===== config.mk =====
export PLATFORM = sky130hd
export DESIGN_NAME = hitomezashi_top
export DESIGN_NICKNAME = d
export VERILOG_FILES = /design/src/design/hitomezashi_pkg.sv /design/src/design/beam_if.sv /design/src/design/colour_out.sv /design/src/design/display_timing.sv /design/src/design/hitomezashi_top.sv /design/src/design/stitch_painter.sv
export SDC_FILE = /design/constraint.sdc
export NUM_CORES = 1
export LEC_CHECK = 0
export BUFFER_PORTS_ARGS = -buffer_cell sky130_fd_sc_hd__buf_2
export CELL_PAD_IN_SITES_DETAIL_PLACEMENT = 0
export CELL_PAD_IN_SITES_GLOBAL_PLACEMENT = 1
export CORE_MARGIN = 2
export CORE_UTILIZATION = 45
export CTS_BUF_LIST = sky130_fd_sc_hd__clkbuf_8
export DETAILED_ROUTE_END_ITERATION = 6
export PLACE_DENSITY_LB_ADDON = 0.15
export SYNTH_ARGS = -nofsm -noshare
export SYNTH_HDL_FRONTEND = slang
export SYNTH_HIERARCHICAL = 1
export SYNTH_SLANG_ARGS = --single-unit

===== constraint.sdc =====
create_clock -name clk_pix -period 7.1 [get_ports clk_pix]
set_input_delay 1.065 -clock clk_pix [delete_from_list [all_inputs] [get_ports clk_pix]]
set_output_delay 1.065 -clock clk_pix [all_outputs]
set_load 0.01 [all_outputs]

===== src/design/hitomezashi_pkg.sv =====
// ####################
// fixed 640x480 60Hz timing only, 800x525 frame
// palette is 4 bits per channel, widened later
// ####################

package hitomezashi_pkg;

    // screen coordinate, big enough for 0..799 and 0..524
    typedef logic [9:0] cord_t;

    // palette channel before widening
    typedef logic [3:0] nibble_t;

    // output channel, sdl side
    typedef logic [7:0] chan_t;

    // horizontal timing, all values are the last pixel of a region
    localparam cord_t H_ACTIVE     = 10'd639;  // last visible column
    localparam cord_t H_SYNC_START = 10'd655;  // end of front porch
    localparam cord_t H_SYNC_END   = 10'd751;  // last sync column
    localparam cord_t H_LAST       = 10'd799;  // last column of the line

    // vertical timing, same convention
    localparam cord_t V_ACTIVE     = 10'd479;  // last visible line
    localparam cord_t V_SYNC_START = 10'd489;  // end of front porch
    localparam cord_t V_SYNC_END   = 10'd491;  // last sync line
    localparam cord_t V_LAST       = 10'd524;  // last line of the frame

    // stitch grid
    localparam int GRID_BITS = 4;   // 16 px cells
    localparam int V_LINES   = 40;  // 640 / 16 columns
    localparam int H_LINES   = 30;  // 480 / 16 rows

    // stitch colour, yellow
    localparam nibble_t STITCH_R = 4'hF;
    localparam nibble_t STITCH_G = 4'hC;
    localparam nibble_t STITCH_B = 4'h0;

    // background colour, blue
    localparam nibble_t BACK_R = 4'h1;
    localparam nibble_t BACK_G = 4'h3;
    localparam nibble_t BACK_B = 4'h7;

endpackage


===== src/design/beam_if.sv =====
// ####################
// one pixel per clock, no handshake
// syncs are active low
// ####################

interface beam_if import hitomezashi_pkg::*; ();

    cord_t sx;     // horizontal position
    cord_t sy;     // vertical position
    logic  de;     // high in the visible area
    logic  hsync;  // active low
    logic  vsync;  // active low

    // stage that produces the beam
    modport source (
        output sx,
        output sy,
        output de,
        output hsync,
        output vsync
    );

    // stage that consumes the beam
    modport sink (
        input sx,
        input sy,
        input de,
        input hsync,
        input vsync
    );

endinterface


===== src/design/colour_out.sv =====
// ####################
// black outside the visible area
// outputs registered, one clock after the beam
// ####################

module colour_out import hitomezashi_pkg::*; (
    input  logic  clk_pix,
    input  logic  reset,    // sync, active high
    beam_if.sink  beam,     // painted beam
    input  logic  stitch,   // aligned with beam
    output cord_t sdl_sx,
    output cord_t sdl_sy,
    output logic  sdl_de,
    output logic  hsync,    // active low
    output logic  vsync,    // active low
    output chan_t sdl_r,
    output chan_t sdl_g,
    output chan_t sdl_b
);

    nibble_t paint_r, paint_g, paint_b;        // palette pick
    nibble_t display_r, display_g, display_b;  // after blanking

    always_comb begin
        // yellow stitches on blue
        paint_r = stitch ? STITCH_R : BACK_R;
        paint_g = stitch ? STITCH_G : BACK_G;
        paint_b = stitch ? STITCH_B : BACK_B;

        // blank to black
        display_r = beam.de ? paint_r : '0;
        display_g = beam.de ? paint_g : '0;
        display_b = beam.de ? paint_b : '0;
    end

    // output register
    always_ff @(posedge clk_pix) begin
        if (reset) begin
            sdl_sx <= '0;
            sdl_sy <= '0;
            sdl_de <= 1'b0;
            hsync  <= 1'b1;  // idle high
            vsync  <= 1'b1;
            sdl_r  <= '0;
            sdl_g  <= '0;
            sdl_b  <= '0;
        end else begin
            sdl_sx <= beam.sx;
            sdl_sy <= beam.sy;
            sdl_de <= beam.de;
            hsync  <= beam.hsync;
            vsync  <= beam.vsync;
            // nibble in both halves, C -> CC
            sdl_r  <= {2{display_r}};
            sdl_g  <= {2{display_g}};
            sdl_b  <= {2{display_b}};
        end
    end

endmodule


===== src/design/display_timing.sv =====
// ####################
// 640x480 60Hz only, counters run free after reset
// outputs are combinational from the counters
// ####################

module display_timing import hitomezashi_pkg::*; (
    input  logic   clk_pix,  // 25.175 MHz nominal
    input  logic   reset,    // sync, active high
    beam_if.source beam      // raw beam out
);

    cord_t sx;  // column counter
    cord_t sy;  // line counter
    logic  line_end;
    logic  frame_end;

    // wrap points
    assign line_end  = (sx == H_LAST);
    assign frame_end = (sy == V_LAST);

    // horizontal counter
    always_ff @(posedge clk_pix) begin
        if (reset) begin
            sx <= '0;
        end else if (line_end) begin
            sx <= '0;  // back to column 0
        end else begin
            sx <= sx + 1'b1;
        end
    end

    // vertical counter, steps once per line
    always_ff @(posedge clk_pix) begin
        if (reset) begin
            sy <= '0;
        end else if (line_end) begin
            if (frame_end) begin
                sy <= '0;  // new frame
            end else begin
                sy <= sy + 1'b1;
            end
        end
    end

    // beam signals, same cycle as the counters
    always_comb begin
        beam.sx = sx;
        beam.sy = sy;

        // visible area
        beam.de = (sx <= H_ACTIVE) && (sy <= V_ACTIVE);

        // hsync low for 656..751
        beam.hsync = ~((sx > H_SYNC_START) && (sx <= H_SYNC_END));

        // vsync low for 490..491
        beam.vsync = ~((sy > V_SYNC_START) && (sy <= V_SYNC_END));
    end

endmodule


===== src/design/hitomezashi_top.sv =====
// ####################
// two clocks from counters to outputs
// all outputs stay aligned with each other
// ####################

module hitomezashi_top import hitomezashi_pkg::*; #(
    // vertical line start bits, msb is column 0
    parameter logic [V_LINES-1:0] V_START =
        40'b01100_00101_00110_10011_10101_10101_01111_01101,
    // horizontal line start bits, msb is row 0
    parameter logic [H_LINES-1:0] H_START =
        30'b10111_01001_00001_10100_00111_01010
) (
    input  logic  clk_pix,  // pixel clock
    input  logic  reset,    // sync, active high
    output cord_t sdl_sx,   // horizontal position
    output cord_t sdl_sy,   // vertical position
    output logic  sdl_de,   // low in blanking
    output chan_t sdl_r,    // 8 bit red
    output chan_t sdl_g,    // 8 bit green
    output chan_t sdl_b,    // 8 bit blue
    output logic  hsync,    // active low
    output logic  vsync     // active low
);

    beam_if beam_raw ();      // timing -> painter
    beam_if beam_painted ();  // painter -> colour stage

    logic stitch;  // rides with beam_painted

    // scan counters
    display_timing u_timing (
        .clk_pix (clk_pix),
        .reset   (reset),
        .beam    (beam_raw.source)
    );

    // grid lookup, 1 clock
    stitch_painter #(
        .V_START (V_START),
        .H_START (H_START)
    ) u_painter (
        .clk_pix  (clk_pix),
        .reset    (reset),
        .beam_in  (beam_raw.sink),
        .beam_out (beam_painted.source),
        .stitch   (stitch)
    );

    // palette and output register, 1 clock
    colour_out u_colour (
        .clk_pix (clk_pix),
        .reset   (reset),
        .beam    (beam_painted.sink),
        .stitch  (stitch),
        .sdl_sx  (sdl_sx),
        .sdl_sy  (sdl_sy),
        .sdl_de  (sdl_de),
        .hsync   (hsync),
        .vsync   (vsync),
        .sdl_r   (sdl_r),
        .sdl_g   (sdl_g),
        .sdl_b   (sdl_b)
    );

endmodule


===== src/design/stitch_painter.sv =====
// ####################
// one clock of latency, beam delayed to match
// start bits are read msb first, column 0 is the msb
// ####################

module stitch_painter import hitomezashi_pkg::*; #(
    parameter logic [V_LINES-1:0] V_START =
        40'b01100_00101_00110_10011_10101_10101_01111_01101,
    parameter logic [H_LINES-1:0] H_START =
        30'b10111_01001_00001_10100_00111_01010
) (
    input  logic   clk_pix,
    input  logic   reset,     // sync, active high
    beam_if.sink   beam_in,   // beam from the timing generator
    beam_if.source beam_out,  // beam, one clock later
    output logic   stitch     // aligned with beam_out
);

    localparam int COL_W = $clog2(V_LINES);  // 6 bits for 40 columns
    localparam int ROW_W = $clog2(H_LINES);  // 5 bits for 30 rows

    cord_t            col_full;  // sx / 16, up to 49 in blanking
    cord_t            row_full;  // sy / 16, up to 32 in blanking
    logic [COL_W-1:0] col;
    logic [ROW_W-1:0] row;
    logic             v_bit;     // start bit for this column
    logic             h_bit;     // start bit for this row
    logic             v_line;
    logic             h_line;
    logic             v_on;
    logic             h_on;
    logic             stitch_next;

    always_comb begin
        col_full = beam_in.sx >> GRID_BITS;
        row_full = beam_in.sy >> GRID_BITS;

        // clamp, only blanking ever hits this
        col = (col_full > cord_t'(V_LINES - 1)) ? COL_W'(V_LINES - 1)
                                                : col_full[COL_W-1:0];
        row = (row_full > cord_t'(H_LINES - 1)) ? ROW_W'(H_LINES - 1)
                                                : row_full[ROW_W-1:0];

        // msb first lookup
        v_bit = V_START[V_LINES - 1 - col];
        h_bit = H_START[H_LINES - 1 - row];

        // on a grid line?
        v_line = (beam_in.sx[GRID_BITS-1:0] == '0);
        h_line = (beam_in.sy[GRID_BITS-1:0] == '0);

        // alternate every other cell, phase set by the start bit
        v_on = beam_in.sy[GRID_BITS] ^ v_bit;
        h_on = beam_in.sx[GRID_BITS] ^ h_bit;

        stitch_next = (v_line && v_on) || (h_line && h_on);
    end

    // pipeline register, beam copy travels with the stitch bit
    always_ff @(posedge clk_pix) begin
        if (reset) begin
            beam_out.sx    <= '0;
            beam_out.sy    <= '0;
            beam_out.de    <= 1'b0;
            beam_out.hsync <= 1'b1;  // inactive
            beam_out.vsync <= 1'b1;
            stitch         <= 1'b0;
        end else begin
            beam_out.sx    <= beam_in.sx;
            beam_out.sy    <= beam_in.sy;
            beam_out.de    <= beam_in.de;
            beam_out.hsync <= beam_in.hsync;
            beam_out.vsync <= beam_in.vsync;
            stitch         <= stitch_next;
        end
    end

endmodule


# Word level (Yosys, flattened, before mapping)
# Memories as Yosys holds them, arrays and structs flattened.
# Cells that the tools add are included.
# Widths: inputs -> output; s select.
# word_totals
rom_bits	96
n_memories	2
ff_bits	91
word_cells	58
out_inout_bits	47
# classes
mux	11
n_bitwise	4
add_sub_neg	4
magnitude_cmp	10
n_eq_ne	2
n_reduce_logical	9
# memory_table
memory	words	word_bits	rd	rd_ports_with_merged_regs	wr	line	source
(name not given)	64	1	1	0	0	stitch_painter.sv:45	v_bit = V_START[V_LINES - 1 - col];
(name not given)	32	1	1	0	0	stitch_painter.sv:46	h_bit = H_START[H_LINES - 1 - row];
# ops
op	count
$lt 32x6->1 const B	1
$lt 32x7->1 const B	1
$add 10x1->10 const B	2
$eq 10x10->1 const B	2
$le 10x10->1 const B	2
$le 10x9->1 const B	2
$mux 4	5
$gt 10x10->1 const B	1
$gt 10x9->1 const B	1
$mux 10	1
$logic_not 4->1	2
$sub 6x6->7 const A	1
$gt 6x5->1 const B	1
$gt 6x6->1 const B	1
$mux 6	1
$sub 5x5->6 const A	1
$logic_and 1x1->1	5
$mux 5	1
$mux 3	1
$mux 1	2
$not 1->1	2
$reduce_or 2->1	1
$xor 1x1->1	2
$logic_or 1x1->1	1

# Depth between registers and ports, before layout
# logic_depth
depth_word	8
ltp_mapped	10

# By module
# Netlist, hierarchy kept.
# by_module_without_submodules
module	cells_per_inst	seq_area_each_um2	area_per_inst_um2	n_inst
stitch_painter	112	480.5	1061.0	1
display_timing	113	400.4	1001.0	1
colour_out	76	520.5	867.1	1

# Worst setup path after synthesis
# OpenSTA, ideal clock, no wires.
# synth_timing
path_kind	reg2reg
startpoint	reg u_timing.sy[9] (netlist: u_timing/beam.sy[9])
endpoint	reg u_painter.stitch
setup_time_ns	0.116
path_buffers	1
stages_incl_launch_ff	11
arrival_time_ns	2.404
setup_slack_ns	4.580
cell_sequence	dfxtp_1 clkbuf_1 nand3b_1 inv_1 ha_1 nand2_1 a2111oi_4 nor3_1 a2111oi_2 o21ai_1 a31o_1
# synth_between
elab_chain_cells	8
# synth_lines
item	line	source
from (decl)	display_timing.sv:13	cord_t sy;
from (signal assigned)	display_timing.sv:40	sy <= sy + 1'b1;
$gt 6x5->1	stitch_painter.sv:41	row = (row_full > cord_t'(H_LINES - 1)) ? ROW_W'(H_LINES - 1)
$mux 5	stitch_painter.sv:41	
$sub 5x5->6	stitch_painter.sv:46	
$mem_v2 32x1	-	
$mux 1 (implied by the code)	stitch_painter.sv:46	
$xor 1x1->1	stitch_painter.sv:54	h_on = beam_in.sx[GRID_BITS] ^ h_bit;
$logic_and 1x1->1	stitch_painter.sv:56	stitch_next = (v_line && v_on) || (h_line && h_on);
$logic_or 1x1->1	stitch_painter.sv:56	
to (signal assigned)	stitch_painter.sv:74	stitch <= stitch_next;
to (decl)	stitch_painter.sv:16	output logic stitch
# No other way between the ends. The select of a mux whose other input is x is not followed.
# A chain may end at the register's enable or synchronous reset.

# Worst setup path after layout
# layout_timing
startpoint	reg u_timing.sy[8] (netlist: u_timing/beam.sy[8])
endpoint	reg u_painter.stitch
# layout_between
elab_chain_cells	8
# layout_lines
item	line
$gt 6x5->1	stitch_painter.sv:41
$mux 5 *	stitch_painter.sv:41
$sub 5x5->6 *	stitch_painter.sv:46
$mem_v2 32x1 *	-
$mux 1 (implied by the code) *	stitch_painter.sv:46
$xor 1x1->1 *	stitch_painter.sv:54
$logic_and 1x1->1 *	stitch_painter.sv:56
$logic_or 1x1->1 *	stitch_painter.sv:56
# Every way passes the cells marked *; elsewhere a longest branch is shown, timed or not. The select of a mux whose other input is x is not followed.

==> impl_metrics.py <==
metrics = {
    "setup_path": {
        "worst-path-buf-inv": 1,
        "worstRegToRegCells": 10,
        "cp-end-kind": "register",
        "slowest_delay_ns": 0.63,
        "crit_path_start": "u_timing/beam.sy[8]",
        "rr_startpoint": "u_timing/beam.sy[8]",
        "r2r_end": "u_painter/stitch",
        "critical_path_class": "reg2reg",
        "worstSetupPathDepth": 10,
        "cp_max_fo": 14,
        "startpoint_type": "register",
        "cp_slowest_cell": "dfxtp_1",
        "path_delay_family": "compound AO/OA/AOI/OAI gates",
        "cp_data_arrival_time_ns": 2.94,
        "r2r_slack_ns": 4.38,
        "crit_end": "u_painter/stitch",
        "required_ns": 7.32,
        "path_cells": "nand3_1 -> nand3b_1 -> inv_1 -> ha_1 -> nand2_1 -> a2111oi_4 -> nor3_1 -> a2111oi_2 -> o21ai_1 -> a31o_1",
    },
    "timing": {
        "setup_viol": 0,
        "drv_slew": 0,
        "worst_pin_slew_ns": 0.9474,
        "max_slew_margin": 0.3684,
        "fmax_ghz": 0.3679,
        "finClkSkew_ns": 0.01652,
        "grt_setup_unrepaired": "no",
        "period_needed_ns": 2.718,
        "fin_setup_tns_ns": 0,
        "hold_violations": 0,
        "finalCritPeriodShare": 0.3828,
    },
    "placement": {
        "globalplace.congestion": 0.7864,
        "dp_hpwl_um": 3507,
        "port_buffers": 46,
        "dpl.cell_count": 397,
    },
    "finish": {
        "utilization": 0.5170,
        "fin_cells": 413,
        "antennaDiodeCount": 0,
        "final_nets": 342,
        "area_delta_synth_final_pct": 11.45,
        "layout-drive-gt1-share": 0.2202,
    },
    "clocking": {
        "htreeDepth": 3,
        "cts_tree": "built",
        "cts_root_buf": "clkbuf_8",
        "clk_path_buf_depth": 2,
        "cts_resized": 0,
        "hold_buffers": 0,
        "cts_inserted_buffers": 9,
        "cts_sinks": 70,
        "cts.clk_slew.worst_paths_ns": 0.09,
        "clock_latency_ns": 0.34,
        "postCtsSetupBuffers": 0,
    },
    "logic_synthesis": {
        "synth_edf_count": 0,
        "netlist_area_um2": 2929,
        "seq_area_frac_synth": 0.4784,
        "yosys_warnings": 6,
        "syn_area_per_cell_um2": 9.731,
        "async_flop_share": 0,
        "synth_ff_type": "dfxtp_1",
        "synth_seq_cells": 70,
        "synth_cells": 301,
        "ys_types": 58,
    },
    "worst_hold_path": {
        "min_path_type": "reg2reg",
        "min_path_cells": 1,
    },
    "detailed_routing": {
        "drtAntennaViolNets": 0,
        "remaining_drc_errors": 0,
        "drt-total-wl_um": 5202,
        "drtIter0Drc": 69,
        "routedWlPerCell_um": 12.60,
        "vias": 2045,
        "drt_pass1_iterations": 4,
        "viasPerCell": 4.952,
    },
    "power": {
        "clkPwrFrac": 0.428,
        "comb_power_share": 0.029,
        "peakVddDrop_v": 0.0001024,
        "power_switching_uw": 170.0,
        "p_seq_frac": 0.543,
        "power_density_nw_per_um2": 226.1,
        "switching_share": 0.2303,
        "internal-power_uw": 568.2,
        "power.leakage_uw": 0.001383,
    },
    "die": {
        "die_h_um": 84.68,
        "die_x_um": 84.68,
        "fp.coreArea_um2": 6314,
        "placementRows": 29,
        "start_util": 0.4639,
        "die_area_um2": 7171,
        "num_io_pins": 49,
    },
    "job": {
        "cap_violations": 0,
    },
    "global_route": {
        "grt_overflow": 0,
        "grt_start_max_net_pins": 59,
        "grt_pass1_vias": 1794,
        "grt_pass1_wl_um": 8528,
        "grt_antenna_before_repair": 0,
        "track_usage": 0.1476,
    },
    "status": {
        "status": "finished, final reports clean",
    },
}
-- worst min-delay path by stage --
stage	from	slack, ns	end
after floorplan	u_painter/beam_out.hsync	0.38	u_colour/hsync
after global placement	u_painter/beam_out.vsync	0.40	u_colour/vsync
after detailed placement	u_painter/beam_out.hsync	0.40	u_colour/hsync
after CTS	u_painter/beam_out.hsync	0.42	u_colour/hsync
after global routing	u_painter/beam_out.hsync	0.43	u_colour/hsync
final	u_painter/beam_out.hsync	0.41	u_colour/hsync
-- layout by cell type (no fill, tap or decap), types with 2 or more instances in the layout --
cell type / count
and4_1: 2
or2_1: 2
nor4_1: 8
clkbuf_8: 9
o21ai_0: 6
dfxtp_1: 70
xnor2_1: 8
ha_1: 9
inv_1: 12
conb_1: 2
or4_1: 4
and3_1: 2
a21oi_1: 5
nor3b_1: 2
nor2b_1: 40
clkinvlp_4: 2
nand4_1: 4
or2_2: 5
or3_1: 4
a211oi_1: 2
buf_2: 46
clkinv_4: 2
and2_1: 4
nor3_1: 5
nand2_1: 9
nand3_1: 5
xor2_1: 5
nor2_1: 30
-- cell usage after synthesis, drive strengths merged (2+ instances only) --
cell	number	area, um^2
dfxtp	70	1401
nor2b	40	250.2
nor2	30	112.6
buf	24	178.9
inv	11	41.29
ha	9	112.6
nand2	9	33.78
nor4	8	50.05
xnor2	8	70.07
o21ai	7	35.03
or2	7	43.79
a21oi	6	33.78
nand3	6	35.03
nor3	5	25.02
xor2	5	43.79
and2	4	25.02
and3	4	31.28
clkbuf	4	15.01
nand4	4	25.02
or3	4	25.02
or4	4	30.03
a2111oi	3	52.55
a211oi	2	15.01
a31o	2	17.52
and4	2	17.52
nand4b	2	32.53
nor3b	2	15.01
-- stage by stage --
| step | hold WS (ns) | worst slack (ns) | power [uW] | area [um^2] |
|---|---|---|---|---|
| 5_1_grt | 0.4291 | 4.221 | 768.2 | 3264 |
| 4_1_cts | 0.4215 | 4.411 | 746.6 | 3264 |
| 6_report | 0.4140 | 4.382 | 738.2 | 3264 |
| 3_3_place_gp | 0.3955 | 4.515 | 431.5 | 3065 |
| 2_1_floorplan | 0.3832 | 4.580 | 429.5 | 2933 |
| 3_5_place_dp | 0.4029 | 4.454 | 431.5 | 3065 |
-- layout make-up --
| class | count | area [um^2] |
|---|---|---|
| clock inverter | 7 | 75.07 |
| fill | 599 | 3049 |
| clock buffer | 9 | 123.9 |
| multi-input combinational | 193 | 1296 |
| sequential | 70 | 1401 |
| tap | 77 | 96.34 |
| timing repair buffer | 46 | 230.2 |
| inverter | 11 | 41.29 |
-- power groups by stage --
stage	Combinational (uW)	Clock, uW	Sequential, uW
after floorplan	19.6	0	410
after global placement	21.8	0	410
after detailed placement	21.7	0	410
after CTS	21.9	324	401
after global routing	23.8	343	401
final	21.5	316	401
-- routing by layer --
layer	track usage	routed length, um	share of wire
met5	0	0	0
met4	0.04906	49	0.0094
met3	0.04130	254	0.049
met2	0.2162	2176	0.42
met1	0.2098	2721	0.52
-- state kept, by name (all words and copies together) (netlist names) --
register / flops
u_timing/beam.sx: 10
u_painter/beam_out.sx: 10
u_colour/sdl_b: 1
u_painter/beam_out.de: 1
u_painter/beam_out.vsync: 1
u_colour/vsync: 1
u_painter/beam_out.sy: 10
u_colour/sdl_sy: 10
u_colour/sdl_g: 2
u_colour/sdl_sx: 10
u_colour/hsync: 1
u_colour/sdl_r: 1
u_painter/beam_out.hsync: 1
u_painter/stitch: 1
u_timing/beam.sy: 10
-- logic make-up after synthesis --
| logic type | after synthesis | share of synthesized area |
|---|---|---|
| compound gates | 29 | 0.07860 |
| mux | 1 | 0.003417 |
| simple gates | 138 | 0.2772 |
| flops | 70 | 0.4784 |
| fa+ha+maj | 10 | 0.04186 |
| buf+inv | 39 | 0.08031 |
| xor+xnor | 13 | 0.03887 |
| other cells | 1 | 0.001280 |
Power figures use the tool's default switching activity.
